`src/common/procPkg.sv`:
```
/*
 * Shared types and constants for the 16-bit pipelined core.
 * Every stage imports this package for word widths, opcode
 * values and memory depths. The testbench uses the same names
 * to encode programs and run its reference model.
 */
`default_nettype none
package procPkg;

   // Widths that carry a meaning
   typedef logic [15:0] dataT;
   typedef logic [15:0] instrT;
   typedef logic [7:0]  pcT;
   typedef logic [2:0]  regAddrT;
   typedef logic [3:0]  opcodeT;

   // Opcode field values, bits 15 to 12
   localparam opcodeT OP_NOP  = 4'd0;
   localparam opcodeT OP_ADD  = 4'd1;
   localparam opcodeT OP_SUB  = 4'd2;
   localparam opcodeT OP_AND  = 4'd3;
   localparam opcodeT OP_XOR  = 4'd4;
   localparam opcodeT OP_ADDI = 4'd5;
   localparam opcodeT OP_LI   = 4'd6;
   localparam opcodeT OP_LD   = 4'd7;
   localparam opcodeT OP_ST   = 4'd8;
   localparam opcodeT OP_BEQZ = 4'd9;
   localparam opcodeT OP_BNEZ = 4'd10;
   localparam opcodeT OP_J    = 4'd11;
   // 12 to 14 are undefined and trap
   localparam opcodeT OP_HALT = 4'd15;

   // ALU function carried from decode to execute
   typedef enum logic [2:0] {
      ALU_ADD,
      ALU_SUB,
      ALU_AND,
      ALU_XOR,
      ALU_PASSB
   } aluOpT;

   // Depth of instruction and data memory, in words
   localparam int MEM_WORDS = 256;
   localparam int NUM_REGS  = 8;

endpackage
`default_nettype wire

```
`src/hw/fetch/fetch.sv`:
```
/*
 * Fetch stage. Holds the PC and the instruction memory, which is
 * loaded through the program port while the core is in reset.
 * The fetched word and its PC go into the fetch/decode register.
 * Stall and halt freeze the stage; a redirect loads a bubble.
 */
`default_nettype none
module fetch (
   input  wire                  clk,
   input  wire                  rstN,
   input  wire                  progWrEn,
   input  wire procPkg::pcT     progAddr,
   input  wire procPkg::instrT  progData,
   input  wire                  stall,
   input  wire                  haltReq,
   input  wire                  redirect,
   input  wire procPkg::pcT     redirectPc,
   output logic                 fdValid,
   output procPkg::instrT       fdInstr,
   output procPkg::pcT          fdPc
);
   import procPkg::*;

   instrT imem [MEM_WORDS];
   pcT    pc;
   logic  advance;

   assign advance = !stall && !haltReq;

   // Program load port
   always_ff @(posedge clk) begin
      if (progWrEn) begin
         imem[progAddr] <= progData;
      end
   end

   always_ff @(posedge clk or negedge rstN) begin
      if (!rstN) begin
         pc      <= '0;
         fdValid <= 1'b0;
      end else if (redirect) begin
         pc      <= redirectPc;
         fdValid <= 1'b0;
      end else if (advance) begin
         pc      <= pc + pcT'(1);
         fdValid <= 1'b1;
      end
   end

   // Fetched word and its address
   always_ff @(posedge clk) begin
      if (!redirect && advance) begin
         fdInstr <= imem[pc];
         fdPc    <= pc;
      end
   end

   // Loading is only legal with the core held in reset
   assert property (@(posedge clk) rstN |-> !progWrEn);

endmodule
`default_nettype wire

```
`config.mk`:
```
export PLATFORM = sky130hd
export DESIGN_NAME = fetch
export DESIGN_NICKNAME = d
export VERILOG_FILES = /design/src/common/procPkg.sv /design/src/hw/fetch/fetch.sv
export SDC_FILE = /design/constraint.sdc
export NUM_CORES = 2
export LEC_CHECK = 0
export BUFFER_PORTS_ARGS = -buffer_cell sky130_fd_sc_hd__buf_4
export CAP_MARGIN = 20
export CORE_MARGIN = 8
export CORE_UTILIZATION = 45
export DETAILED_ROUTE_END_ITERATION = 8
export PLACE_DENSITY = 0.63
export SKIP_CTS_REPAIR_TIMING = 1
export SLEW_MARGIN = 20
export SYNTH_ARGS = -nofsm -noshare
export SYNTH_HDL_FRONTEND = slang
export SYNTH_SLANG_ARGS = --single-unit
```
`constraint.sdc`:
```
create_clock -name clk -period 4 [get_ports clk]
set_clock_uncertainty 0.2 [all_clocks]
set_input_delay 0.6 -clock clk [delete_from_list [all_inputs] [get_ports clk]]
set_output_delay 0.6 -clock clk [all_outputs]
set_load 0.02 [all_outputs]
```
==> flow_metrics.tcl <==
set metrics [dict create \
    crit_top_cell "buf_4" \
    syn-num-nets 7193 \
    drcViolationCount 0 \
    synth.area.top_cells "edfxtp_1 78%, mux4_2 13%, mux2i_1 2.1%" \
    failed_checks "negative setup slack" \
    startpoint "pc[3]$_DFFE_PN0P_" \
    synth-compound-area-share_pct 3.194 \
    crit_chain "buf_4 > nor2b_4 > buf_4 > a221oi_1 > buf_4 > a221oi_1 > a311oi_1 > o32ai_1" \
    seq_area_um2 124000 \
    path_depth 8 \
    cts_max_path_buffers 4 \
    synth_top_family_by_area "multiplexers" \
    cts_buffers 396 \
    clkSinkCount 4129 \
    core.rowCount 218 \
    worst_pin_slew_ps 1232 \
    rr_endpoint "fdInstr[8]$_DFFE_PP_" \
    clkTransAtPathRegs_ps 60 \
    synth-async-reset-ratio_pct 0.2180 \
    critPathBufInv 3 \
    routedWlPerCell_um 36.02 \
    die_w_um 610.1 \
    slowest_stage "a221oi_1" \
    die_area_um2 372200 \
    crit_path_end_kind "flip-flop" \
    reg2reg_depth 8 \
    vias 81740 \
    synth-seq-area-share_pct 78.03 \
    multi_input_area_um2 32610 \
    die_h_um 610.1 \
    dr.pass1.iters 6 \
    ant_nets 0 \
    area_delta_synth_final_pct 15.70 \
    synth_seq_cells 4129 \
    fin_nets 8054 \
    clock_latency_ps 990 \
    synth-adder-area-share_pct 0.007877 \
    min_period_ps 4230 \
    synthXorXnorAreaFrac_pct 0.03860 \
    synth_top_area_share_pct 77.89 \
    synth_top_cell_by_area "edfxtp_1" \
    worstPathRequired_ps 4550 \
    wl_um 467500 \
    port_buffers 62 \
    fin_setup_tns_ps -333.0 \
    antenna_found_initial 32 \
    worst-endpoint-arrival_ps 4780 \
    synthSimpleGateAreaFrac_pct 1.551 \
    fmax_mhz 236.4 \
    status "complete, but fails checks" \
    viasPerCell 6.299 \
    worstPathMaxFanout 17 \
    synth_warnings 0 \
    synthMuxAreaShare_pct 15.49 \
    fin_ws_ps -230.0 \
    syn_avg_cell_area_um2 22.20 \
    numPlacedInstances 12210 \
    cts-root-buf "clkbuf_16" \
    routabilityCongestion 0.8808 \
    htreeDepth 5 \
    crit_end "fdInstr[8]$_DFFE_PP_" \
    post-place-ws_ps -109.4 \
    hold_violations 0 \
    synth.distinct_cells 75 \
    fillers 26990 \
    grt_pass1_wl_um 644300 \
    dp.final_hpwl_um 294600 \
    p_leak_uw 0.05825 \
    final.period_utilization_pct 105.8 \
    grt_overflow_total 0 \
    total_power_uw 95800 \
    synth_edf_count 4120 \
    grt_max_degree 124 \
    cpLargestDelayFamily "compound AO/OA/AOI/OAI gates" \
    drive_gt1_share_pct 30.15 \
    final_area_um2 183800 \
    worstReg2RegStart "pc[3]$_DFFE_PN0P_" \
    drv_slew 0 \
    hp-class "input pin to flip-flop" \
    grt_util_all_layers_pct 24.53 \
    ir_drop_mv 0.3409 \
    fin_cells 12980 \
    dpl_cell_area_um2 170300 \
    netlist_instances 7154 \
    relSlewSlack_pct 16.99 \
    core_um2 351900 \
    start_util_pct 45.14 \
    cp_slowest_stage_delay_ps 960 \
    crit_type "flip-flop to flip-flop" \
    start_kind "flip-flop" \
    max-cap-violations 0 \
    ys.flop_type "edfxtp_1" \
    grt_pass1_vias 80030 \
    power_density_nw_per_um2 521.3 \
    r2r_slack_ps -230 \
    cts_tree "yes" \
    io_pins 63 \
    drt_first_iter_violations 11960 \
    setup-violations-final 3 \
    syn-cell-area_um2 158800 \
    rsz0062_at_grt "yes" \
]
registers in the layout, indices dropped and copies added (netlist names):
register and flops:
fdPc 8, imem 4096, fdInstr 16, fdValid 1, pc 8
per-stage QoR:
stage,utilization (%),hold slack [ps]
5_1_grt,52.22,-5.982
6_report,52.23,14.81
4_1_cts,52.12,-782.3
3_3_place_gp,48.40,278.9
2_1_floorplan,-,104.4
3_5_place_dp,48.40,276.1
per-layer routing:
| metal | up-vias | share of wire [%] | global-route usage, % |
|---|---|---|---|
| li1 | 32170 | - | - |
| met1 | 43580 | 38 | 34.18 |
| met2 | 5155 | 46 | 37.50 |
| met3 | 824 | 12 | 6.422 |
| met4 | 16 | 4.2 | 9.082 |
| met5 | - | 0.022 | 0.2195 |
logic make-up (layout without fill, tap and decap cells):
kind of cell	Yosys count	count (layout)
other cells	0	15
fa+ha+maj	1	1
compound gates	721	721
flops	4129	4129
mux	1285	1285
simple gates	572	572
buf+inv	439	1627
xor+xnor	7	7
cells in the mapped netlist (all sizes together), types with 40 or more instances:
cell and n:
buf 267, o221ai 40, a21oi 141, clkbuf 165, a221oi 95, a22oi 127, mux2i 334, nand2 115
nor2 305, o21ai 104, edfxtp 4120, mux4 933, nand3 68
power by group:
group / switching, uW / total, uW / internal (uW)
Clock: 16300 / 38100 / 21800
Sequential: 144 / 47900 / 47700
Combinational: 6120 / 9880 / 3750
layout make-up:
type | instances | share of cell area (%)
flip-flops and latches | 4129 | 67.46
multi-input cells | 2586 | 17.74
clock buffers | 469 | 5.616
repair buffers | 895 | 4.485
well taps | 4620 | 3.145
clock inverters | 256 | 1.510
inverters | 7 | 0.02111
diodes | 15 | 0.02042
layout by cell type (no fill, tap or decap), types with 33 or more instances in the layout:
cell type	instances
nor2_2	80
o22ai_1	33
a21oi_1	141
clkbuf_1	66
nor2_1	222
clkbuf_16	402
buf_4	745
clkinv_1	88
clkinv_2	80
nand2_1	115
a221oi_1	89
mux4_2	922
o21ai_0	79
nand3_1	58
edfxtp_1	4120
bufinv_16	51
buf_12	105
a22oi_1	127
mux2i_1	333
o221ai_1	39
worst min path at each step:
stage / startpoint / to / slack (ps) / cells past startpoint
2_1_floorplan: rstN / fdValid$_DFFE_PN0P_ / 100 / 0
3_3_place_gp: rstN / pc[5]$_DFFE_PN0P_ / 280 / 1
3_5_place_dp: rstN / pc[5]$_DFFE_PN0P_ / 280 / 1
4_1_cts: rstN / pc[0]$_DFFE_PN0P_ / -780 / 1
5_1_grt: redirectPc[0] / pc[0]$_DFFE_PN0P_ / -6 / 3
6_report: progData[9] / imem[119][9]$_DFFE_PP_ / 10 / 1
No activity file was read; power rests on OpenSTA's default activity.
