===== config.mk =====
export PLATFORM = sky130hd
export DESIGN_NAME = memStage_flat
export DESIGN_NICKNAME = d
export VERILOG_FILES = /design/src/common/procPkg.sv /design/src/common/stageIfs.sv /design/src/hw/memStage.sv /design/src/flat_wrapper.sv
export SDC_FILE = /design/constraint.sdc
export NUM_CORES = 2
export LEC_CHECK = 0
export BUFFER_PORTS_ARGS = -buffer_cell sky130_fd_sc_hd__buf_4
export CAP_MARGIN = 20
export CORE_MARGIN = 4
export CORE_UTILIZATION = 35
export CTS_CLUSTER_DIAMETER = 50
export DETAILED_ROUTE_END_ITERATION = 12
export PLACE_DENSITY_LB_ADDON = 0.15
export SLEW_MARGIN = 20
export SYNTH_ARGS = -nofsm -noshare
export SYNTH_HDL_FRONTEND = slang
export SYNTH_SLANG_ARGS = --single-unit

===== constraint.sdc =====
create_clock -name clk -period 2.1 [get_ports clk]
set_input_delay 0.105 -clock clk [delete_from_list [all_inputs] [get_ports clk]]
set_output_delay 0.105 -clock clk [all_outputs]
set_load 0.01 [all_outputs]

===== src/common/procPkg.sv =====
/*
 * Shared types and constants for the 16-bit pipelined core.
 * Every stage imports this package for word widths, opcode
 * values and memory depths. The testbench uses the same names
 * to encode programs and run its reference model.
 */
`default_nettype none
package procPkg;

   // Widths that carry a meaning
   typedef logic [15:0] dataT;
   typedef logic [15:0] instrT;
   typedef logic [7:0]  pcT;
   typedef logic [2:0]  regAddrT;
   typedef logic [3:0]  opcodeT;

   // Opcode field values, bits 15 to 12
   localparam opcodeT OP_NOP  = 4'd0;
   localparam opcodeT OP_ADD  = 4'd1;
   localparam opcodeT OP_SUB  = 4'd2;
   localparam opcodeT OP_AND  = 4'd3;
   localparam opcodeT OP_XOR  = 4'd4;
   localparam opcodeT OP_ADDI = 4'd5;
   localparam opcodeT OP_LI   = 4'd6;
   localparam opcodeT OP_LD   = 4'd7;
   localparam opcodeT OP_ST   = 4'd8;
   localparam opcodeT OP_BEQZ = 4'd9;
   localparam opcodeT OP_BNEZ = 4'd10;
   localparam opcodeT OP_J    = 4'd11;
   // 12 to 14 are undefined and trap
   localparam opcodeT OP_HALT = 4'd15;

   // ALU function carried from decode to execute
   typedef enum logic [2:0] {
      ALU_ADD,
      ALU_SUB,
      ALU_AND,
      ALU_XOR,
      ALU_PASSB
   } aluOpT;

   // Depth of instruction and data memory, in words
   localparam int MEM_WORDS = 256;
   localparam int NUM_REGS  = 8;

endpackage
`default_nettype wire


===== src/common/stageIfs.sv =====
/*
 * Pipeline register bundles between stages.
 * decExIf carries the decoded instruction into execute, and
 * exMemIf carries the execute result into the memory stage.
 * The hz modport lets decode see the memory-stage writer.
 */
`default_nettype none


interface exMemIf;
   import procPkg::*;

   logic    valid;
   dataT    result;
   dataT    storeData;
   regAddrT dst;
   logic    wrEn;
   logic    memRd;
   logic    memWr;
   logic    halt;
   logic    err;

   modport ex (output valid, result, storeData, dst, wrEn, memRd, memWr, halt, err);
   modport mem (input valid, result, storeData, dst, wrEn, memRd, memWr, halt, err);
   modport hz (input valid, dst, wrEn);
endinterface
`default_nettype wire


===== src/hw/memStage.sv =====
/*
 * Memory stage. Holds the data memory, stores on memWr and picks
 * the loaded word or the ALU result for writeback. The writeback
 * register drives the register file and the retire trace.
 * halted and err are sticky once a halt flag arrives.
 */
`default_nettype none
module memStage (
   input  wire                clk,
   input  wire                rstN,
   exMemIf.mem                exMem,
   output logic               wbValid,
   output procPkg::regAddrT   wbDst,
   output procPkg::dataT      wbData,
   output logic               halted,
   output logic               err
);
   import procPkg::*;

   dataT dmem [MEM_WORDS];
   pcT   addr;

   // Word address is the low byte of the ALU result
   assign addr = exMem.result[7:0];

   always_ff @(posedge clk) begin
      if (exMem.valid && exMem.memWr) begin
         dmem[addr] <= exMem.storeData;
      end
   end

   always_ff @(posedge clk or negedge rstN) begin
      if (!rstN) begin
         wbValid <= 1'b0;
         halted  <= 1'b0;
         err     <= 1'b0;
      end else begin
         wbValid <= exMem.valid && exMem.wrEn;
         if (exMem.valid && exMem.halt) begin
            halted <= 1'b1;
            err    <= exMem.err;
         end
      end
   end

   always_ff @(posedge clk) begin
      wbDst  <= exMem.dst;
      wbData <= exMem.memRd ? dmem[addr] : exMem.result;
   end

   assert property (@(posedge clk) disable iff (!rstN) !(exMem.memRd && exMem.memWr));

endmodule
`default_nettype wire


===== src/flat_wrapper.sv =====
// flat-port wrapper written by rule: the top's interface ports become plain ports
module memStage_flat import procPkg::*;
  (clk, rstN, wbValid, wbDst, wbData, halted, err, exMem_valid, exMem_result, exMem_storeData, exMem_dst, exMem_wrEn, exMem_memRd, exMem_memWr, exMem_halt, exMem_err);
  exMemIf exMem_i ();
  input  wire clk;
  input  wire rstN;
  output logic wbValid;
  output procPkg::regAddrT wbDst;
  output procPkg::dataT wbData;
  output logic halted;
  output logic err;
  input wire logic [$bits(exMem_i.valid)-1:0] exMem_valid;
  input wire logic [$bits(exMem_i.result)-1:0] exMem_result;
  input wire logic [$bits(exMem_i.storeData)-1:0] exMem_storeData;
  input wire logic [$bits(exMem_i.dst)-1:0] exMem_dst;
  input wire logic [$bits(exMem_i.wrEn)-1:0] exMem_wrEn;
  input wire logic [$bits(exMem_i.memRd)-1:0] exMem_memRd;
  input wire logic [$bits(exMem_i.memWr)-1:0] exMem_memWr;
  input wire logic [$bits(exMem_i.halt)-1:0] exMem_halt;
  input wire logic [$bits(exMem_i.err)-1:0] exMem_err;
  assign exMem_i.valid = exMem_valid;
  assign exMem_i.result = exMem_result;
  assign exMem_i.storeData = exMem_storeData;
  assign exMem_i.dst = exMem_dst;
  assign exMem_i.wrEn = exMem_wrEn;
  assign exMem_i.memRd = exMem_memRd;
  assign exMem_i.memWr = exMem_memWr;
  assign exMem_i.halt = exMem_halt;
  assign exMem_i.err = exMem_err;
  memStage u_core (.clk(clk), .rstN(rstN), .exMem(exMem_i), .wbValid(wbValid), .wbDst(wbDst), .wbData(wbData), .halted(halted), .err(err));
endmodule

==> qor.yml <==
postCtsSetupRepairBufs: 0
crit_path_start_kind: "flop"
dr_wl_met2_um: 234000
p_per_area_nw_per_um2: 927
gr-total-overflow: 0
gp_congestion: 0.845
synth_ff_type: "edfxtp_1"
drc: 0
drive_gt1_frac: 0.396
setup_slack_ps: -475
crit_type: "flop to flop"
totalWireLength_um: 498000
yosys.area.top_type_share: 0.780
synth-edff-count: 4096
netSwitchingFraction: 0.223
rows: 246
grt_antenna_before_repair: 21
die_w_um: 679
stdcell_area_um2: 197000
wl_met3_um: 29600
yosysSeqAreaShare: 0.783
slew_headroom: 0.231
wl_per_cell_um: 33.8
violations: "negative setup slack"
die_h_um: 679
dr.first_iter.drc_count: 8865
dpl_cell_area_um2: 180000
highest-signal-layer: "met5"
grt_max_degree: 97
reg2regPathDepth: 9
ios: 65
finalSetupTns_ps: -3140
synth_cell_types: 62
via_per_inst: 5.46
finalCoreUtilization: 0.439
async_flop_share: 0.000729
antenna_left: 0
synth_top_area_cell: "edfxtp_1"
r2r_slack_ps: -480
crit_path_start: "u_core.dmem[43][8]"
p_total_w: 0.183
cp-endpoint: "u_core.wbData[8]"
grt_usage: 0.213
clkTransAtPathRegs_ps: 60
clock_skew_ps: 86.0
synth_cells: 6945
intPower_w: 0.142
firstDrtPassIters: 7
status: "finished with violations"
final_nets: 8403
rr_endpoint: "u_core.wbData[8]"
dieArea_um2: 461000
grt_pass1_vias: 81500
finalCritPeriodShare: 1.23
placedCellCount: 13800
fill_cells: 38300
power_frac_seq: 0.496
clk_latency_ps: 1040
leakagePower_nw: 62.7
cts-root-buf: "clkbuf_16"
htreeDepth: 5
grt_pass1_wl_um: 685000
final_common_cell: "edfxtp_1"
max-clock-path-buffers: 4
yosys_warnings: 0
cts_made_buffers: 465
required_ps: 2980
end_kind: "flop"
m1WireLength_um: 220000
fin_crit_ps: 2580
port-buffer-count: 64
syn2layout_area_growth_pct: 24.9
finalMaxSlewViolations: 0
worstHoldPathType: "input pin to flop"
cts.sinks: 4118
setup-violations-final: 14
cap_viol_max_count: 0
avgSynthCellArea_um2: 22.7
arrival_ps: 3460
peakVddDrop_mv: 0.750
core_um2: 449000
rsz0062_at_grt: "yes"
via_count: 80400
syn_nets: 6988
netlist_area_um2: 158000
hold_violations: 0
ys_top_cells_by_area: "edfxtp_1, mux4_2, mux2i_1, nor2_1, a22oi_1"
cp_max_fo: 1
ys_ff_latch: 4118
initial_core_util: 0.351
hpwl_um: 326000
mostFrequentLayoutCells: "edfxtp_1, mux4_2, buf_4"
cts_tree: "built"
clockPowerShare: 0.444
switching_power_w: 0.0408
final_cell_count_no_fill: 14700
pwr-share-comb: 0.059
max_freq_mhz: 388
worstReg2RegStart: "u_core.dmem[43][8]"
tightestPinTransition_ps: 1150
-- cells by family (layout without fill, tap and decap cells) --
group	after synthesis	in the layout	synth area share
AOI/OAI and AO/OA	449	449	0.0209
buffers and inverters	396	2213	0.0133
DFF	4118	4118	0.783
muxes	1285	1285	0.164
other	0	12	0
and+or+nand+nor	697	697	0.0189
-- per-layer routing --
layer | up-vias | global-route usage
li1 | 32600 | -
met1 | 44500 | 0.310
met2 | 2731 | 0.336
met3 | 614 | 0.0308
met4 | 3 | 0.0557
met5 | - | 0.00198
-- cells in the mapped netlist (30+ instances only) --
cell	count
edfxtp_1	4096
mux4_2	1035
nor2_1	294
mux2i_1	234
nand2_1	233
buf_2	147
a22oi_1	127
clkbuf_1	112
buf_4	86
a21oi_1	66
nand3_1	55
a32oi_1	48
o22ai_1	33
buf_1	32
a211oi_1	30
-- per-stage QoR --
step / worst slack (ps) / hold WS (ps)
2_1_floorplan: -525 / -191
3_3_place_gp: -2030 / -108
3_5_place_dp: -1850 / -104
4_1_cts: -568 / 10.6
5_1_grt: -508 / 70.2
6_report: -475 / 102
-- state kept, by name (all words and copies together) (netlist names) --
register,flops
u_core.dmem,4096
u_core.wbData,16
u_core.wbDst,3
u_core.err,1
u_core.halted,1
u_core.wbValid,1
-- timing repair --
| item | 4_1_cts | 5_1_grt |
|---|---|---|
| hold buffers | 66 | 0 |
| resized for setup | 195 | 57 |
| pin swaps | 64 | 38 |
| endpoints found under the hold margin | 4337 | 0 |
| setup endpoints to repair | 17 | 16 |
-- worst max-delay path, stage by stage (launching register included) --
cell,delay (ps)
edfxtp_1,360
mux4_2,480
mux2_4,320
o22ai_4,160
buf_6,140
nor3_2,40
o211ai_1,540
buf_4,210
o31a_1,120
a31oi_1,60
-- worst min-delay path by stage --
| stage | startpoint | to | slack [ps] | cells past startpoint |
|---|---|---|---|---|
| floorplan | rstN | u_core.err | -190 | 0 |
| global placement | rstN | u_core.err | -110 | 1 |
| detailed placement | rstN | u_core.wbValid | -100 | 1 |
| CTS | exMem_valid | u_core.wbValid | 10 | 4 |
| global route | exMem_storeData[11] | u_core.dmem[125][11] | 70 | 2 |
| finish | exMem_storeData[1] | u_core.dmem[56][1] | 100 | 2 |
-- power groups by stage --
stage                     registers, W  logic, W  clock network (W)
after detailed placement        0.0924    0.0105                  0
after floorplan                 0.0923   0.00427                  0
after global placement          0.0924    0.0104                  0
after CTS                       0.0906    0.0108             0.0830
after global routing            0.0906    0.0113             0.0866
final                           0.0906    0.0108             0.0812
-- area by class of cell --
class                   instances  area (um2)  area share
diodes                         12        30.0    0.000152
clock inverters               322        3420      0.0174
inverters                       5        23.8    0.000121
well taps                    5952        7450      0.0378
multi-input cells            2431       34600       0.175
repair buffers               1339       16000      0.0813
clock buffers                 547       12000      0.0609
flip-flops and latches       4118      123000       0.627
(Power assumes the default switching activity.)
