**config.mk**
```make
export PLATFORM = sky130hd
export DESIGN_NAME = execute_flat
export DESIGN_NICKNAME = d
export VERILOG_FILES = /design/src/common/procPkg.sv /design/src/common/stageIfs.sv /design/src/hw/execute.sv /design/src/flat_wrapper.sv
export SDC_FILE = /design/constraint.sdc
export NUM_CORES = 1
export LEC_CHECK = 0
export BUFFER_PORTS_ARGS = -buffer_cell sky130_fd_sc_hd__buf_4
export CORE_ASPECT_RATIO = 1.1
export CORE_MARGIN = 4
export CORE_UTILIZATION = 45
export DETAILED_ROUTE_END_ITERATION = 6
export PLACE_DENSITY = 0.8
export RECOVER_POWER = 25
export SETUP_SLACK_MARGIN = 0.15
export SLEW_MARGIN = 20
export SYNTH_ARGS = -nofsm -noshare
export SYNTH_HDL_FRONTEND = slang
export SYNTH_SLANG_ARGS = --single-unit
export TNS_END_PERCENT = 20
```
**constraint.sdc**
```tcl
create_clock -name clk -period 4.1 [get_ports clk]
set_input_delay 1.025 -clock clk [delete_from_list [all_inputs] [get_ports clk]]
set_output_delay 1.025 -clock clk [all_outputs]
set_load 0.02 [all_outputs]
```
**src/common/procPkg.sv**
```systemverilog
/*
 * Shared types and constants for the 16-bit pipelined core.
 * Every stage imports this package for word widths, opcode
 * values and memory depths. The testbench uses the same names
 * to encode programs and run its reference model.
 */
`default_nettype none
package procPkg;

   // Widths that carry a meaning
   typedef logic [15:0] dataT;
   typedef logic [15:0] instrT;
   typedef logic [7:0]  pcT;
   typedef logic [2:0]  regAddrT;
   typedef logic [3:0]  opcodeT;

   // Opcode field values, bits 15 to 12
   localparam opcodeT OP_NOP  = 4'd0;
   localparam opcodeT OP_ADD  = 4'd1;
   localparam opcodeT OP_SUB  = 4'd2;
   localparam opcodeT OP_AND  = 4'd3;
   localparam opcodeT OP_XOR  = 4'd4;
   localparam opcodeT OP_ADDI = 4'd5;
   localparam opcodeT OP_LI   = 4'd6;
   localparam opcodeT OP_LD   = 4'd7;
   localparam opcodeT OP_ST   = 4'd8;
   localparam opcodeT OP_BEQZ = 4'd9;
   localparam opcodeT OP_BNEZ = 4'd10;
   localparam opcodeT OP_J    = 4'd11;
   // 12 to 14 are undefined and trap
   localparam opcodeT OP_HALT = 4'd15;

   // ALU function carried from decode to execute
   typedef enum logic [2:0] {
      ALU_ADD,
      ALU_SUB,
      ALU_AND,
      ALU_XOR,
      ALU_PASSB
   } aluOpT;

   // Depth of instruction and data memory, in words
   localparam int MEM_WORDS = 256;
   localparam int NUM_REGS  = 8;

endpackage
`default_nettype wire

```
**src/common/stageIfs.sv**
```systemverilog
/*
 * Pipeline register bundles between stages.
 * decExIf carries the decoded instruction into execute, and
 * exMemIf carries the execute result into the memory stage.
 * The hz modport lets decode see the memory-stage writer.
 */
`default_nettype none
interface decExIf;
   import procPkg::*;

   logic  valid;
   aluOpT aluOp;
   dataT  opA;
   dataT  opB;
   dataT  storeData;
   regAddrT dst;
   logic  wrEn;
   logic  memRd;
   logic  memWr;
   logic  isBeqz;
   logic  isBnez;
   logic  isJump;
   pcT    target;
   logic  halt;
   logic  err;

   modport dec (output valid, aluOp, opA, opB, storeData, dst, wrEn, memRd, memWr,
                isBeqz, isBnez, isJump, target, halt, err);
   modport ex (input valid, aluOp, opA, opB, storeData, dst, wrEn, memRd, memWr,
               isBeqz, isBnez, isJump, target, halt, err);
endinterface

interface exMemIf;
   import procPkg::*;

   logic    valid;
   dataT    result;
   dataT    storeData;
   regAddrT dst;
   logic    wrEn;
   logic    memRd;
   logic    memWr;
   logic    halt;
   logic    err;

   modport ex (output valid, result, storeData, dst, wrEn, memRd, memWr, halt, err);
   modport mem (input valid, result, storeData, dst, wrEn, memRd, memWr, halt, err);
   modport hz (input valid, dst, wrEn);
endinterface
`default_nettype wire

```
**src/hw/execute.sv**
```systemverilog
/*
 * Execute stage. Runs the ALU on the decoded operands, which gives
 * either a register result or a data memory address. Branches and
 * jumps resolve here and send a one-cycle redirect to the front.
 * The result bundle is registered into the execute/memory register.
 */
`default_nettype none
module execute (
   input  wire               clk,
   input  wire               rstN,
   decExIf.ex                decEx,
   exMemIf.ex                exMem,
   output logic              redirect,
   output procPkg::pcT       redirectPc
);
   import procPkg::*;

   dataT aluRes;
   logic opAZero;
   logic taken;

   always_comb begin
      case (decEx.aluOp)
         ALU_ADD:   aluRes = decEx.opA + decEx.opB;
         ALU_SUB:   aluRes = decEx.opA - decEx.opB;
         ALU_AND:   aluRes = decEx.opA & decEx.opB;
         ALU_XOR:   aluRes = decEx.opA ^ decEx.opB;
         ALU_PASSB: aluRes = decEx.opB;
         default:   aluRes = decEx.opB;
      endcase
   end

   // Conditional branches test rs only
   assign opAZero = (decEx.opA == '0);
   assign taken   = decEx.isJump || (decEx.isBeqz && opAZero) ||
                    (decEx.isBnez && !opAZero);

   assign redirect   = decEx.valid && taken;
   assign redirectPc = decEx.target;

   always_ff @(posedge clk or negedge rstN) begin
      if (!rstN) begin
         exMem.valid <= 1'b0;
         exMem.wrEn  <= 1'b0;
         exMem.memRd <= 1'b0;
         exMem.memWr <= 1'b0;
         exMem.halt  <= 1'b0;
         exMem.err   <= 1'b0;
      end else begin
         exMem.valid <= decEx.valid;
         exMem.wrEn  <= decEx.valid && decEx.wrEn;
         exMem.memRd <= decEx.valid && decEx.memRd;
         exMem.memWr <= decEx.valid && decEx.memWr;
         exMem.halt  <= decEx.valid && decEx.halt;
         exMem.err   <= decEx.valid && decEx.err;
      end
   end

   always_ff @(posedge clk) begin
      exMem.result    <= aluRes;
      exMem.storeData <= decEx.storeData;
      exMem.dst       <= decEx.dst;
   end

   // Decode marks exactly one branch kind on a valid instruction
   assert property (@(posedge clk) disable iff (!rstN)
      redirect |-> decEx.valid && $onehot({decEx.isBeqz, decEx.isBnez, decEx.isJump}));

endmodule
`default_nettype wire

```
**src/flat_wrapper.sv**
```systemverilog
// flat-port wrapper written by rule: the top's interface ports become plain ports
module execute_flat import procPkg::*;
  (clk, rstN, redirect, redirectPc, decEx_valid, decEx_aluOp, decEx_opA, decEx_opB, decEx_storeData, decEx_dst, decEx_wrEn, decEx_memRd, decEx_memWr, decEx_isBeqz, decEx_isBnez, decEx_isJump, decEx_target, decEx_halt, decEx_err, exMem_valid, exMem_result, exMem_storeData, exMem_dst, exMem_wrEn, exMem_memRd, exMem_memWr, exMem_halt, exMem_err);
  decExIf decEx_i ();
  exMemIf exMem_i ();
  input  wire clk;
  input  wire rstN;
  output logic redirect;
  output procPkg::pcT redirectPc;
  input wire logic [$bits(decEx_i.valid)-1:0] decEx_valid;
  input wire logic [$bits(decEx_i.aluOp)-1:0] decEx_aluOp;
  input wire logic [$bits(decEx_i.opA)-1:0] decEx_opA;
  input wire logic [$bits(decEx_i.opB)-1:0] decEx_opB;
  input wire logic [$bits(decEx_i.storeData)-1:0] decEx_storeData;
  input wire logic [$bits(decEx_i.dst)-1:0] decEx_dst;
  input wire logic [$bits(decEx_i.wrEn)-1:0] decEx_wrEn;
  input wire logic [$bits(decEx_i.memRd)-1:0] decEx_memRd;
  input wire logic [$bits(decEx_i.memWr)-1:0] decEx_memWr;
  input wire logic [$bits(decEx_i.isBeqz)-1:0] decEx_isBeqz;
  input wire logic [$bits(decEx_i.isBnez)-1:0] decEx_isBnez;
  input wire logic [$bits(decEx_i.isJump)-1:0] decEx_isJump;
  input wire logic [$bits(decEx_i.target)-1:0] decEx_target;
  input wire logic [$bits(decEx_i.halt)-1:0] decEx_halt;
  input wire logic [$bits(decEx_i.err)-1:0] decEx_err;
  output wire logic [$bits(exMem_i.valid)-1:0] exMem_valid;
  output wire logic [$bits(exMem_i.result)-1:0] exMem_result;
  output wire logic [$bits(exMem_i.storeData)-1:0] exMem_storeData;
  output wire logic [$bits(exMem_i.dst)-1:0] exMem_dst;
  output wire logic [$bits(exMem_i.wrEn)-1:0] exMem_wrEn;
  output wire logic [$bits(exMem_i.memRd)-1:0] exMem_memRd;
  output wire logic [$bits(exMem_i.memWr)-1:0] exMem_memWr;
  output wire logic [$bits(exMem_i.halt)-1:0] exMem_halt;
  output wire logic [$bits(exMem_i.err)-1:0] exMem_err;
  assign decEx_i.valid = decEx_valid;
  assign decEx_i.aluOp = decEx_aluOp;
  assign decEx_i.opA = decEx_opA;
  assign decEx_i.opB = decEx_opB;
  assign decEx_i.storeData = decEx_storeData;
  assign decEx_i.dst = decEx_dst;
  assign decEx_i.wrEn = decEx_wrEn;
  assign decEx_i.memRd = decEx_memRd;
  assign decEx_i.memWr = decEx_memWr;
  assign decEx_i.isBeqz = decEx_isBeqz;
  assign decEx_i.isBnez = decEx_isBnez;
  assign decEx_i.isJump = decEx_isJump;
  assign decEx_i.target = decEx_target;
  assign decEx_i.halt = decEx_halt;
  assign decEx_i.err = decEx_err;
  assign exMem_valid = exMem_i.valid;
  assign exMem_result = exMem_i.result;
  assign exMem_storeData = exMem_i.storeData;
  assign exMem_dst = exMem_i.dst;
  assign exMem_wrEn = exMem_i.wrEn;
  assign exMem_memRd = exMem_i.memRd;
  assign exMem_memWr = exMem_i.memWr;
  assign exMem_halt = exMem_i.halt;
  assign exMem_err = exMem_i.err;
  execute u_core (.clk(clk), .rstN(rstN), .decEx(decEx_i), .exMem(exMem_i), .redirect(redirect), .redirectPc(redirectPc));
endmodule
```
==> metrics <==
Worst EP arrival 3.67 ns; Overall Power around 1.2 mW; Power Density about 330 nW/um^2; Yosys cell types 44; Slowest-stage cell, CP or3_4; Site Rows 29; post-CTS sizing 0; Total Neg Setup Slack 0 ns; area delta synth->final 35.8%; crit path setup slack, layout 0.609 ns; Max FO, Critical Path 7; core outline area 5810 um^2; syn nets 412; max incr delay on CP 0.42 ns; Synth top area share 0.257; Hold Path Class in -> async; Async SR Flop Fraction 0.146; VDD IR max about 0.16 mV; Fin. Hold Viols 0; die height 89.6 um; CP endpoint kind flop; #FFs+latches synth between 40 and 50; cell taking the most area after synthesis dfxtp_1; ANT nets after route 0; Crit path max-delay family compound AO/OA/AOI/OAI gates; CTS tree done; Crit Path Category in -> reg; CTS root buf clkbuf_8; top cells by area, synth dfxtp_1, ha_1, dfrtp_1; cts bufs inserted 5; cts hold-fix bufs 0; Critical Path RT 4.28 ns; Final #Nets between 500 and 600; MaxCap Viol Count 0; Achievable Freq ~0.29 GHz; worst-case clock buffer depth 2; Post-synth EDFFs 0; Post CTS Setup Buffer Count 0; Fill cells a little over 500; Rel. slew slack 0.656; status completed; Post-Synthesis Cells 306; Ys Warns 0; max-slew violations 0; post-route insts no fill 489; Tcrit/Tclk final 0.851; Clock transition at path regs 0.09 ns; global route total overflow 0; Setup-failing EPs final 0; synthesized area between 2000 and 3000 um^2; total wire length 7850 um; pre-CTS WS 0.333 ns; GRT Overall Usage 0.202; Placer Congestion 0.883; CP Buf/Inv Count 2; startpoint class of the critical path primary input; fin crit period 3.49 ns; drt wl/cell between 15 and 20 um; share of cells above drive strength 1 0.328; RSZ-0062 raised after global routing false; Via density 5.52; Initial Util 0.469; CTS H-tree lvls 2; vias post-DR approximately 2700; initial antenna violation count 0; Top Ports approximately 120; # port buffers 106; pin count of the biggest net entering global routing 20; drt pass-1 iters 5; critical-path cell list buf_4, or3_4, nor4_1, buf_4, a21oi_1, xnor2_1, ha_1, nand2_1, a211oi_1, o21ai_0, o31ai_1, xnor2_1, o221ai_1; worst hold slack 0.580 ns; n_diodes 0; Synth Flop Type dfxtp_1; Worst-Margin Slew 0.512 ns; Avg Synthesized Cell Area 8.90 um^2; Die Width just over 80 um; clock sinks 41; Post-route DRC 0; dpl cells 481; Final HPWL DP ~6400 um; vias in the first global route ~2500; post-synthesis sequential area ratio 0.312; die area 7360 um^2; Lkg Pwr 1.75 nW; initial DRC count 173; first-pass GRT wire length between 10000 and 15000 um
[stage by stage]
step	util	area [um^2]
global placement	0.617	3580
floorplan	-	2720
finish	0.637	3700
global route	0.637	3700
detailed placement	0.617	3580
CTS	0.638	3700
[per-layer routing]
metal  wire (um)  GRT usage
met1        3020      0.234
met2        3830      0.365
met3         888     0.0479
met4         115     0.0619
met5           0          0
[state kept, by name, summed over array words and instances (netlist names)]
name and cells:
u_core.exMem.halt 1, u_core.exMem.wrEn 1, u_core.exMem.result 16, u_core.exMem.memRd 1, u_core.exMem.valid 1, u_core.exMem.dst 3
u_core.exMem.err 1, u_core.exMem.memWr 1, u_core.exMem.storeData 16
[area by class of cell]
type | instances | area [um^2] | share of cell area
Tap cell | 77 | 96.3 | 0.0260
Clock inverter | 2 | 37.5 | 0.0101
Clock buffer | 6 | 82.6 | 0.0223
Sequential cell | 41 | 851 | 0.230
Multi-Input combinational cell | 234 | 1720 | 0.466
Inverter | 15 | 56.3 | 0.0152
Timing Repair Buffer | 114 | 852 | 0.230
[final timing paths]
kind | startpoint | end | slack, ns | depth (start not counted)
min | rstN | u_core.exMem.memRd$_DFF_PN0_ | 0.58 | 1
min in group clk | decEx_dst[1] | u_core.exMem.dst[1]$_DFF_P_ | 0.84 | 1
max in group asynchronous | rstN | u_core.exMem.memWr$_DFF_PN0_ | 3.30 | 1
max | decEx_opB[4] | u_core.exMem.result[15]$_DFF_P_ | 0.61 | 13
[cell usage after synthesis (all sizes together), types with 2 or more instances]
cell type / instances
a211oi: 2
a21o: 3
a21oi: 28
a311oi: 2
a31oi: 3
and2: 5
buf: 11
clkbuf: 5
dfrtp: 6
dfxtp: 35
ha: 32
inv: 15
mux2: 7
mux2i: 11
nand2: 25
nand2b: 7
nand3: 4
nand4: 3
nor2: 16
nor3: 5
nor4: 5
o211ai: 8
o21a: 7
o21ai: 18
o221ai: 3
o22ai: 2
or2: 2
or3: 2
or4: 2
xnor2: 17
xor2: 6
[kinds of logic after synthesis]
kind of cell             count (synthesis)  share of synthesized area
buffers and inverters                   31                     0.0551
adder cells (fa/ha/maj)                 33                      0.154
multiplexers                            18                     0.0694
AND/OR/NAND/NOR                         79                      0.151
AO/OA/AOI/OAI                           81                      0.184
XOR/XNOR                                23                     0.0740
flip-flops                              41                      0.312
[placed cells by master, fill, tap and decap left out, types with 3 or more instances in the layout]
cell	synthesis	final
mux2_2	7	7
nor2_1	16	16
ha_1	32	32
o221ai_1	3	3
o21a_1	7	7
nand2b_1	7	7
xnor2_1	17	17
nand4_1	3	3
nor4_1	5	5
a21o_1	3	3
xor2_1	6	6
mux2i_1	11	11
o21ai_0	18	18
dfrtp_1	6	6
a31oi_1	3	3
a21oi_1	27	27
nand2_1	25	25
buf_4	8	95
dfxtp_1	35	35
clkbuf_8	0	6
clkbuf_4	0	18
nand3_1	4	4
and2_1	5	5
nor3_1	4	4
inv_1	15	15
o211ai_1	8	8
[where the power goes]
group / internal (mW) / switching, mW
Combinational: 0.203 / 0.238
Sequential: 0.434 / 0.00915
Clock: 0.198 / 0.145
No activity file was read; power rests on OpenSTA's default activity.
