===== config.mk =====
export PLATFORM = sky130hd
export DESIGN_NAME = decode_flat
export DESIGN_NICKNAME = d
export VERILOG_FILES = /design/src/common/procPkg.sv /design/src/common/stageIfs.sv /design/src/hw/decode/regFile.sv /design/src/hw/decode/decode.sv /design/src/flat_wrapper.sv
export SDC_FILE = /design/constraint.sdc
export NUM_CORES = 1
export LEC_CHECK = 0
export CORE_MARGIN = 2
export CORE_UTILIZATION = 55
export DETAILED_ROUTE_END_ITERATION = 6
export DONT_BUFFER_PORTS = 1
export HOLD_SLACK_MARGIN = 0.05
export PLACE_DENSITY = 0.68
export RECOVER_POWER = 25
export SYNTH_ARGS = -nofsm -noshare
export SYNTH_HDL_FRONTEND = slang
export SYNTH_SLANG_ARGS = --single-unit

===== constraint.sdc =====
create_clock -name clk -period 2.6 [get_ports clk]
set_input_delay 0.39 -clock clk [delete_from_list [all_inputs] [get_ports clk]]
set_output_delay 0.39 -clock clk [all_outputs]
set_load 0.05 [all_outputs]

===== src/common/procPkg.sv =====
/*
 * Shared types and constants for the 16-bit pipelined core.
 * Every stage imports this package for word widths, opcode
 * values and memory depths. The testbench uses the same names
 * to encode programs and run its reference model.
 */
`default_nettype none
package procPkg;

   // Widths that carry a meaning
   typedef logic [15:0] dataT;
   typedef logic [15:0] instrT;
   typedef logic [7:0]  pcT;
   typedef logic [2:0]  regAddrT;
   typedef logic [3:0]  opcodeT;

   // Opcode field values, bits 15 to 12
   localparam opcodeT OP_NOP  = 4'd0;
   localparam opcodeT OP_ADD  = 4'd1;
   localparam opcodeT OP_SUB  = 4'd2;
   localparam opcodeT OP_AND  = 4'd3;
   localparam opcodeT OP_XOR  = 4'd4;
   localparam opcodeT OP_ADDI = 4'd5;
   localparam opcodeT OP_LI   = 4'd6;
   localparam opcodeT OP_LD   = 4'd7;
   localparam opcodeT OP_ST   = 4'd8;
   localparam opcodeT OP_BEQZ = 4'd9;
   localparam opcodeT OP_BNEZ = 4'd10;
   localparam opcodeT OP_J    = 4'd11;
   // 12 to 14 are undefined and trap
   localparam opcodeT OP_HALT = 4'd15;

   // ALU function carried from decode to execute
   typedef enum logic [2:0] {
      ALU_ADD,
      ALU_SUB,
      ALU_AND,
      ALU_XOR,
      ALU_PASSB
   } aluOpT;

   // Depth of instruction and data memory, in words
   localparam int MEM_WORDS = 256;
   localparam int NUM_REGS  = 8;

endpackage
`default_nettype wire


===== src/common/stageIfs.sv =====
/*
 * Pipeline register bundles between stages.
 * decExIf carries the decoded instruction into execute, and
 * exMemIf carries the execute result into the memory stage.
 * The hz modport lets decode see the memory-stage writer.
 */
`default_nettype none
interface decExIf;
   import procPkg::*;

   logic  valid;
   aluOpT aluOp;
   dataT  opA;
   dataT  opB;
   dataT  storeData;
   regAddrT dst;
   logic  wrEn;
   logic  memRd;
   logic  memWr;
   logic  isBeqz;
   logic  isBnez;
   logic  isJump;
   pcT    target;
   logic  halt;
   logic  err;

   modport dec (output valid, aluOp, opA, opB, storeData, dst, wrEn, memRd, memWr,
                isBeqz, isBnez, isJump, target, halt, err);
   modport ex (input valid, aluOp, opA, opB, storeData, dst, wrEn, memRd, memWr,
               isBeqz, isBnez, isJump, target, halt, err);
endinterface

interface exMemIf;
   import procPkg::*;

   logic    valid;
   dataT    result;
   dataT    storeData;
   regAddrT dst;
   logic    wrEn;
   logic    memRd;
   logic    memWr;
   logic    halt;
   logic    err;

   modport ex (output valid, result, storeData, dst, wrEn, memRd, memWr, halt, err);
   modport mem (input valid, result, storeData, dst, wrEn, memRd, memWr, halt, err);
   modport hz (input valid, dst, wrEn);
endinterface
`default_nettype wire


===== src/hw/decode/regFile.sv =====
/*
 * Eight-entry register file with two read ports and one write port.
 * r0 always reads as zero. A write in the same cycle as a read of
 * that register is bypassed to the read port.
 */
`default_nettype none
module regFile (
   input  wire                  clk,
   input  wire                  rstN,
   input  wire procPkg::regAddrT rdAddrA,
   input  wire procPkg::regAddrT rdAddrB,
   output procPkg::dataT        rdDataA,
   output procPkg::dataT        rdDataB,
   input  wire                  wrEn,
   input  wire procPkg::regAddrT wrAddr,
   input  wire procPkg::dataT    wrData
);
   import procPkg::*;

   dataT regs [NUM_REGS];
   logic wrOk;

   assign wrOk = wrEn && (wrAddr != '0);

   always_ff @(posedge clk or negedge rstN) begin
      if (!rstN) begin
         regs <= '{default: '0};
      end else if (wrOk) begin
         regs[wrAddr] <= wrData;
      end
   end

   assign rdDataA = (wrOk && wrAddr == rdAddrA) ? wrData : regs[rdAddrA];
   assign rdDataB = (wrOk && wrAddr == rdAddrB) ? wrData : regs[rdAddrB];

endmodule
`default_nettype wire


===== src/hw/decode/decode.sv =====
/*
 * Decode stage. Splits the instruction into fields, reads the
 * register file and builds the operands and branch target.
 * Stalls on a read-after-write hit against execute or memory,
 * and turns HALT or an undefined opcode into a halt request.
 */
`default_nettype none
module decode (
   input  wire                   clk,
   input  wire                   rstN,
   input  wire                   fdValid,
   input  wire procPkg::instrT   fdInstr,
   input  wire procPkg::pcT      fdPc,
   input  wire                   redirect,
   input  wire                   wbValid,
   input  wire procPkg::regAddrT wbDst,
   input  wire procPkg::dataT    wbData,
   decExIf.dec                   decEx,
   exMemIf.hz                    exMemHz,
   output logic                  stall,
   output logic                  haltReq
);
   import procPkg::*;

   opcodeT  op;
   regAddrT rd, rs, rt, rdAddrB;
   dataT    rsData, rbData, imm6, imm9, opBN;
   pcT      brOff;
   aluOpT   aluOpN;
   logic    usesRs, usesRb, writesRd, memRdN, memWrN, beqzN, bnezN, jumpN;
   logic    isHaltOp, isUndef, rsHit, rbHit, haltSeen, issue;

   assign op      = fdInstr[15:12];
   assign rd      = fdInstr[11:9];
   assign rs      = fdInstr[8:6];
   assign rt      = fdInstr[5:3];
   // ST reads its data from the rd field
   assign rdAddrB = (op == OP_ST) ? rd : rt;
   assign imm6    = {{10{fdInstr[5]}}, fdInstr[5:0]};
   assign imm9    = {{7{fdInstr[8]}}, fdInstr[8:0]};
   assign brOff   = jumpN ? fdInstr[7:0] : {{2{fdInstr[5]}}, fdInstr[5:0]};

   regFile rf0 (.clk(clk), .rstN(rstN), .rdAddrA(rs), .rdAddrB(rdAddrB),
                .rdDataA(rsData), .rdDataB(rbData),
                .wrEn(wbValid), .wrAddr(wbDst), .wrData(wbData));

   always_comb begin
      aluOpN = ALU_ADD;
      opBN = rbData;
      {usesRs, usesRb, writesRd, memRdN, memWrN} = '0;
      {beqzN, bnezN, jumpN, isHaltOp, isUndef} = '0;
      case (op)
         OP_NOP: ;
         OP_ADD, OP_SUB, OP_AND, OP_XOR: begin
            aluOpN = (op == OP_SUB) ? ALU_SUB : (op == OP_AND) ? ALU_AND :
                     (op == OP_XOR) ? ALU_XOR : ALU_ADD;
            {usesRs, usesRb, writesRd} = 3'b111;
         end
         OP_ADDI: begin usesRs = 1'b1; writesRd = 1'b1; opBN = imm6; end
         OP_LI:   begin aluOpN = ALU_PASSB; writesRd = 1'b1; opBN = imm9; end
         OP_LD:   begin usesRs = 1'b1; writesRd = 1'b1; memRdN = 1'b1; opBN = imm6; end
         OP_ST:   begin usesRs = 1'b1; usesRb = 1'b1; memWrN = 1'b1; opBN = imm6; end
         OP_BEQZ: begin usesRs = 1'b1; beqzN = 1'b1; end
         OP_BNEZ: begin usesRs = 1'b1; bnezN = 1'b1; end
         OP_J:    jumpN = 1'b1;
         OP_HALT: isHaltOp = 1'b1;
         default: begin isHaltOp = 1'b1; isUndef = 1'b1; end
      endcase
   end

   // Writers still in execute or memory; writeback is covered by the bypass
   assign rsHit = usesRs && ((decEx.valid && decEx.wrEn && decEx.dst == rs) ||
                             (exMemHz.valid && exMemHz.wrEn && exMemHz.dst == rs));
   assign rbHit = usesRb && ((decEx.valid && decEx.wrEn && decEx.dst == rdAddrB) ||
                             (exMemHz.valid && exMemHz.wrEn && exMemHz.dst == rdAddrB));
   assign stall   = fdValid && (rsHit || rbHit) && !redirect;
   assign haltReq = haltSeen || (fdValid && isHaltOp && !redirect);
   assign issue   = fdValid && !stall && !redirect && !haltSeen;

   always_ff @(posedge clk or negedge rstN) begin
      if (!rstN) begin
         haltSeen <= 1'b0;
         {decEx.valid, decEx.wrEn, decEx.memRd, decEx.memWr} <= '0;
         {decEx.isBeqz, decEx.isBnez, decEx.isJump, decEx.halt, decEx.err} <= '0;
      end else begin
         haltSeen     <= haltReq;
         decEx.valid  <= issue;
         decEx.wrEn   <= issue && writesRd && (rd != '0);
         decEx.memRd  <= issue && memRdN;
         decEx.memWr  <= issue && memWrN;
         decEx.isBeqz <= issue && beqzN;
         decEx.isBnez <= issue && bnezN;
         decEx.isJump <= issue && jumpN;
         decEx.halt   <= issue && isHaltOp;
         decEx.err    <= issue && isUndef;
      end
   end

   always_ff @(posedge clk) begin
      decEx.aluOp     <= aluOpN;
      decEx.opA       <= rsData;
      decEx.opB       <= opBN;
      decEx.storeData <= rbData;
      decEx.dst       <= rd;
      decEx.target    <= fdPc + pcT'(1) + brOff;
   end

   // Both slots behind a taken branch leave decode as bubbles
   assert property (@(posedge clk) disable iff (!rstN)
      ($past(redirect) || $past(redirect, 2)) |-> !decEx.valid);

endmodule
`default_nettype wire


===== src/flat_wrapper.sv =====
// flat-port wrapper written by rule: the top's interface ports become plain ports
module decode_flat import procPkg::*;
  (clk, rstN, fdValid, fdInstr, fdPc, redirect, wbValid, wbDst, wbData, stall, haltReq, decEx_valid, decEx_aluOp, decEx_opA, decEx_opB, decEx_storeData, decEx_dst, decEx_wrEn, decEx_memRd, decEx_memWr, decEx_isBeqz, decEx_isBnez, decEx_isJump, decEx_target, decEx_halt, decEx_err, exMemHz_valid, exMemHz_dst, exMemHz_wrEn);
  decExIf decEx_i ();
  exMemIf exMemHz_i ();
  input  wire clk;
  input  wire rstN;
  input  wire fdValid;
  input  wire procPkg::instrT fdInstr;
  input  wire procPkg::pcT fdPc;
  input  wire redirect;
  input  wire wbValid;
  input  wire procPkg::regAddrT wbDst;
  input  wire procPkg::dataT wbData;
  output logic stall;
  output logic haltReq;
  output wire logic [$bits(decEx_i.valid)-1:0] decEx_valid;
  output wire logic [$bits(decEx_i.aluOp)-1:0] decEx_aluOp;
  output wire logic [$bits(decEx_i.opA)-1:0] decEx_opA;
  output wire logic [$bits(decEx_i.opB)-1:0] decEx_opB;
  output wire logic [$bits(decEx_i.storeData)-1:0] decEx_storeData;
  output wire logic [$bits(decEx_i.dst)-1:0] decEx_dst;
  output wire logic [$bits(decEx_i.wrEn)-1:0] decEx_wrEn;
  output wire logic [$bits(decEx_i.memRd)-1:0] decEx_memRd;
  output wire logic [$bits(decEx_i.memWr)-1:0] decEx_memWr;
  output wire logic [$bits(decEx_i.isBeqz)-1:0] decEx_isBeqz;
  output wire logic [$bits(decEx_i.isBnez)-1:0] decEx_isBnez;
  output wire logic [$bits(decEx_i.isJump)-1:0] decEx_isJump;
  output wire logic [$bits(decEx_i.target)-1:0] decEx_target;
  output wire logic [$bits(decEx_i.halt)-1:0] decEx_halt;
  output wire logic [$bits(decEx_i.err)-1:0] decEx_err;
  input wire logic [$bits(exMemHz_i.valid)-1:0] exMemHz_valid;
  input wire logic [$bits(exMemHz_i.dst)-1:0] exMemHz_dst;
  input wire logic [$bits(exMemHz_i.wrEn)-1:0] exMemHz_wrEn;
  assign decEx_valid = decEx_i.valid;
  assign decEx_aluOp = decEx_i.aluOp;
  assign decEx_opA = decEx_i.opA;
  assign decEx_opB = decEx_i.opB;
  assign decEx_storeData = decEx_i.storeData;
  assign decEx_dst = decEx_i.dst;
  assign decEx_wrEn = decEx_i.wrEn;
  assign decEx_memRd = decEx_i.memRd;
  assign decEx_memWr = decEx_i.memWr;
  assign decEx_isBeqz = decEx_i.isBeqz;
  assign decEx_isBnez = decEx_i.isBnez;
  assign decEx_isJump = decEx_i.isJump;
  assign decEx_target = decEx_i.target;
  assign decEx_halt = decEx_i.halt;
  assign decEx_err = decEx_i.err;
  assign exMemHz_i.valid = exMemHz_valid;
  assign exMemHz_i.dst = exMemHz_dst;
  assign exMemHz_i.wrEn = exMemHz_wrEn;
  decode u_core (.clk(clk), .rstN(rstN), .fdValid(fdValid), .fdInstr(fdInstr), .fdPc(fdPc), .redirect(redirect), .wbValid(wbValid), .wbDst(wbDst), .wbData(wbData), .decEx(decEx_i), .exMemHz(exMemHz_i), .stall(stall), .haltReq(haltReq));
endmodule

==> impl.org <==
** Floorplan
- The die covers 18500 um2.
- 126 I/O pins were placed.
- Die extent in x :: 136 um
- Standard-cell row count :: 48
- The total area inside the core boundary comes to 17200 um2.
- Initial core utilization :: 55.9%
- Die Ht :: 136 um

** Critical path
- The worst setup path is captured at a primary output.
- The worst setup path is launched from a primary input.
- Worst R2R End :: u_core.decEx.isBeqz
- Critical register-to-register path startpoint :: u_core.decEx.dst[2]
- Along the worst path, the maximum fanout reaches 13.
- Worst Setup EP :: stall
- FF-to-FF setup slack :: 850 ps
- Critical path launch point :: fdInstr[13]
- For the worst setup path, the data arrival time is 2080 ps.
- Critical setup path kind :: in -> out
- At the worst endpoint, the required time is 2210 ps.
- Depth of the most critical reg-to-reg path :: 5

** STA
- Setup repair after global routing left no endpoint under its margin.
- Finish-stage setup viols :: 0
- Hold Violations, Final :: 138
- Final period utilization :: 94.8%
- Setup TNS Final :: 0 ps
- On the final layout, the worst clock skew is 10.6 ps.
- The worst pin sits at a relative slew slack of 62.6%.
- Transition time at the pin with the least slew margin :: 560 ps
- The final count of pins violating max slew was 0.
- Fin Hold WS :: -349 ps
- Fmax :: 406 MHz
- Final critical-path required period :: 2470 ps

** Synthesis
- Counting distinct cell types in the post-synthesis netlist gives 49.
- Post-Synthesis Net Count :: 845
- Part of the Yosys area used for sequential elements :: 48.9%
- Most instantiated flip-flop cell in the synthesis netlist :: sky130_fd_sc_hd__dfrtp_1
- Of all flip-flops after synthesis, the portion carrying an async set or reset was 69.0%.
- The synthesized netlist occupies a cell area of 9600 um2.
- Counting every instance in the synthesized netlist gives 784.
- During synthesis, Yosys emitted a total of 0 warnings.
- Counting flops and latches in the post-synthesis netlist gives 200.
- In the post-synthesis netlist, the biggest area contributors are sky130_fd_sc_hd__dfrtp_1, sky130_fd_sc_hd__mux2_2, sky130_fd_sc_hd__dfxtp_1, sky130_fd_sc_hd__mux2i_1, sky130_fd_sc_hd__mux4_2.
- sky130_fd_sc_hd__dfrtp_1 takes more of the synthesized area than any other cell.
- Area share of the largest cell type after synthesis :: 36.0%
- In this run the mean area of a mapped cell was 12.2 um2.
- Counting flops with a built-in enable in the synthesized netlist gives 0.

** Finish
- Most frequent cells in the layout :: sky130_fd_sc_hd__dfrtp_1, sky130_fd_sc_hd__mux2_2, sky130_fd_sc_hd__mux2i_1
- 0 antenna diodes ended up in the layout.
- The library cell used most frequently in the layout, excluding fill and tap cells, is sky130_fd_sc_hd__dfrtp_1.
- Post-Layout Inst Area :: 10600 um2
- Fin nets :: 838
- Area growth syn-to-layout :: 10.7%
- The filler cells instantiated in the layout total 1326.
- Fraction of layout instances using a drive strength above 1 :: 28.4%

** Detailed routing
- After detailed routing, the number of remaining DRC violations is 0.
- After detailed routing, the number of vias per cell comes to 6.42.
- Final antenna-violating net count :: 0
- Dividing the detail-routed wire length by the instance count gives 23.8 um.
- Final Routed Wirelength :: 24200 um
- Initial detailed-routing violation count :: 522
- Vias after detailed routing :: 6517
- The first TritonRoute pass finished after 5 iterations.

** Pwr
- The analysis attributes to cell leakage a power of 4.51 nW.
- Dividing total power by cell area gives a power density of 820 nW/um2.
- Across the VDD grid, the largest voltage drop is 0.000547 V.

** CTS
- Counting the buffers created by CTS gives 17.
- Post-CTS Repair Setup Buffers :: 0
- After clock tree synthesis, the clock-pin slew on the worst setup and hold paths is 70 ps.
- CTS tree :: yes
- Clk sink count :: 200
- CTS placed an instance of sky130_fd_sc_hd__clkbuf_16 at the clock tree root.
- Clock latency on the worst-skew pair, taken at its later pin, is 440 ps.
- # hold bufs at CTS :: 7
- Clock Path Buffers :: 2
- The clock tree synthesis step divided the H-tree into 4 levels.

** Outcome
- Violated checks :: hold timing
- Result of the run :: finished, violations left

** Global routing
- The number of antenna violations at the first check in global routing came to 0.
- Via count of the first global-routing pass :: 6682
- The total overflow left after global routing is 0.
- Global routing used 27.0% of the available tracks across all layers.
- Entering global routing, the biggest net connects 139 pins.
- The first global-routing pass estimated 37300 um of wire.

** Min path
- The worst hold path belongs to the class in -> async.

** Placement
- Summing all placed instances gives a cell area of 9990 um2.
- After legalization and detailed placement, the total HPWL measured 14900 um.
- IO buf count :: 0
- Placer congestion estimate :: 0.842

** Run
- The tool flagged a number of max-cap violations equal to 0.
-- how the worst min path moves through the flow --
stage | end | slack (ps) | cells past startpoint
2_1_floorplan | u_core.decEx.err | 90 | 0
4_1_cts | u_core.rf0.regs[24] | -370 | 0
3_5_place_dp | u_core.rf0.regs[112] | 100 | 0
3_3_place_gp | u_core.rf0.regs[80] | 100 | 0
5_1_grt | u_core.rf0.regs[96] | -370 | 0
6_report | u_core.rf0.regs[48] | -350 | 0
-- kinds of logic (layout without fill, tap and decap cells) --
group	Yosys count	after routing	synth area share (%)
AO/OA/AOI/OAI	120	120	8.41
buffers and inverters	76	82	3.48
flip-flops	200	200	48.9
multiplexers	232	232	29.9
adder cells (fa/ha/maj)	8	8	1.12
XOR/XNOR	19	19	1.73
AND/OR/NAND/NOR	129	129	6.47
-- per-stage QoR --
step                util, %  cells  power [mW]  setup slack (ps)  hold WS (ps)
floorplan                 -    784        5.86             -17.6          94.4
global placement       58.2    976        6.12              99.5           101
detailed placement     58.2    976        6.20              46.6           102
CTS                    61.8   1015        8.76              94.6          -367
global route           61.9   1015        9.07              27.1          -366
finish                 61.9   1015        8.71               134          -349
-- repair_timing --
action	4_1_cts	5_1_grt
gates resized for setup	0	2
hold endpoints to repair	145	138
endpoints found under the setup margin	0	1
-- routing by layer --
layer,GRT usage (%),up-vias,routed length [um]
li1,-,2863,-
met1,35.6,3347,10400
met2,43.6,270,11500
met3,6.97,37,1790
met4,8.80,0,472
met5,0,-,0
-- report_power, final --
group          switching [mW]  internal (mW)  total, mW
clock network            1.17           1.38       2.55
registers                1.09           3.69       4.79
logic                   0.566          0.811       1.38
total                    2.83           5.88       8.71
-- area by class of cell --
class / instances / area, um2 / share of cell area (%)
flip-flops and latches: 200 / 4690 / 44.2
multi-input cells: 508 / 4640 / 43.7
clock buffers: 22 / 464 / 4.37
repair buffers: 38 / 403 / 3.79
well taps: 225 / 282 / 2.65
clock inverters: 10 / 96.3 / 0.907
inverters: 12 / 45.0 / 0.424
-- worst max-delay path, stage by stage --
cell and delay (ps):
sky130_fd_sc_hd__nor4b_4 300, sky130_fd_sc_hd__buf_12 190, sky130_fd_sc_hd__mux2i_4 290, sky130_fd_sc_hd__buf_4 170, sky130_fd_sc_hd__xor2_1 140, sky130_fd_sc_hd__and3_1 200
sky130_fd_sc_hd__o21ai_2 80, sky130_fd_sc_hd__a21oi_4 160, sky130_fd_sc_hd__buf_12 150
-- sequential cells by signal, summed over array words and instances (netlist names) --
register,cells
u_core.decEx.memRd,1
u_core.decEx.halt,1
u_core.decEx.err,1
u_core.decEx.aluOp,3
u_core.decEx.isBeqz,1
u_core.decEx.target,8
u_core.decEx.dst,3
u_core.decEx.isBnez,1
u_core.decEx.memWr,1
u_core.haltSeen,1
u_core.decEx.isJump,1
u_core.decEx.wrEn,1
u_core.decEx.opA,16
u_core.rf0.regs,128
u_core.decEx.opB,16
u_core.decEx.storeData,16
u_core.decEx.valid,1
-- cells in the mapped netlist, drive strengths merged (2+ instances only) --
cell type and n:
dfrtp 138, mux2 114, mux2i 86, dfxtp 62, nor2 43, nand2 40
clkbuf 39, a22oi 32, mux4 32, a21oi 30, buf 25, o21ai 25
o31ai 17, nor3 15, inv 12, xor2 11, xnor2 8, ha 7
nor2b 5, nor4 5, nand2b 3, nand3 3, nor4b 3, or3 3
a311oi 2, and3 2, nand3b 2, nand4 2, o21a 2, o21bai 2
o221ai 2, o311a 2
Note: power is estimated with default switching activity, not from simulation.
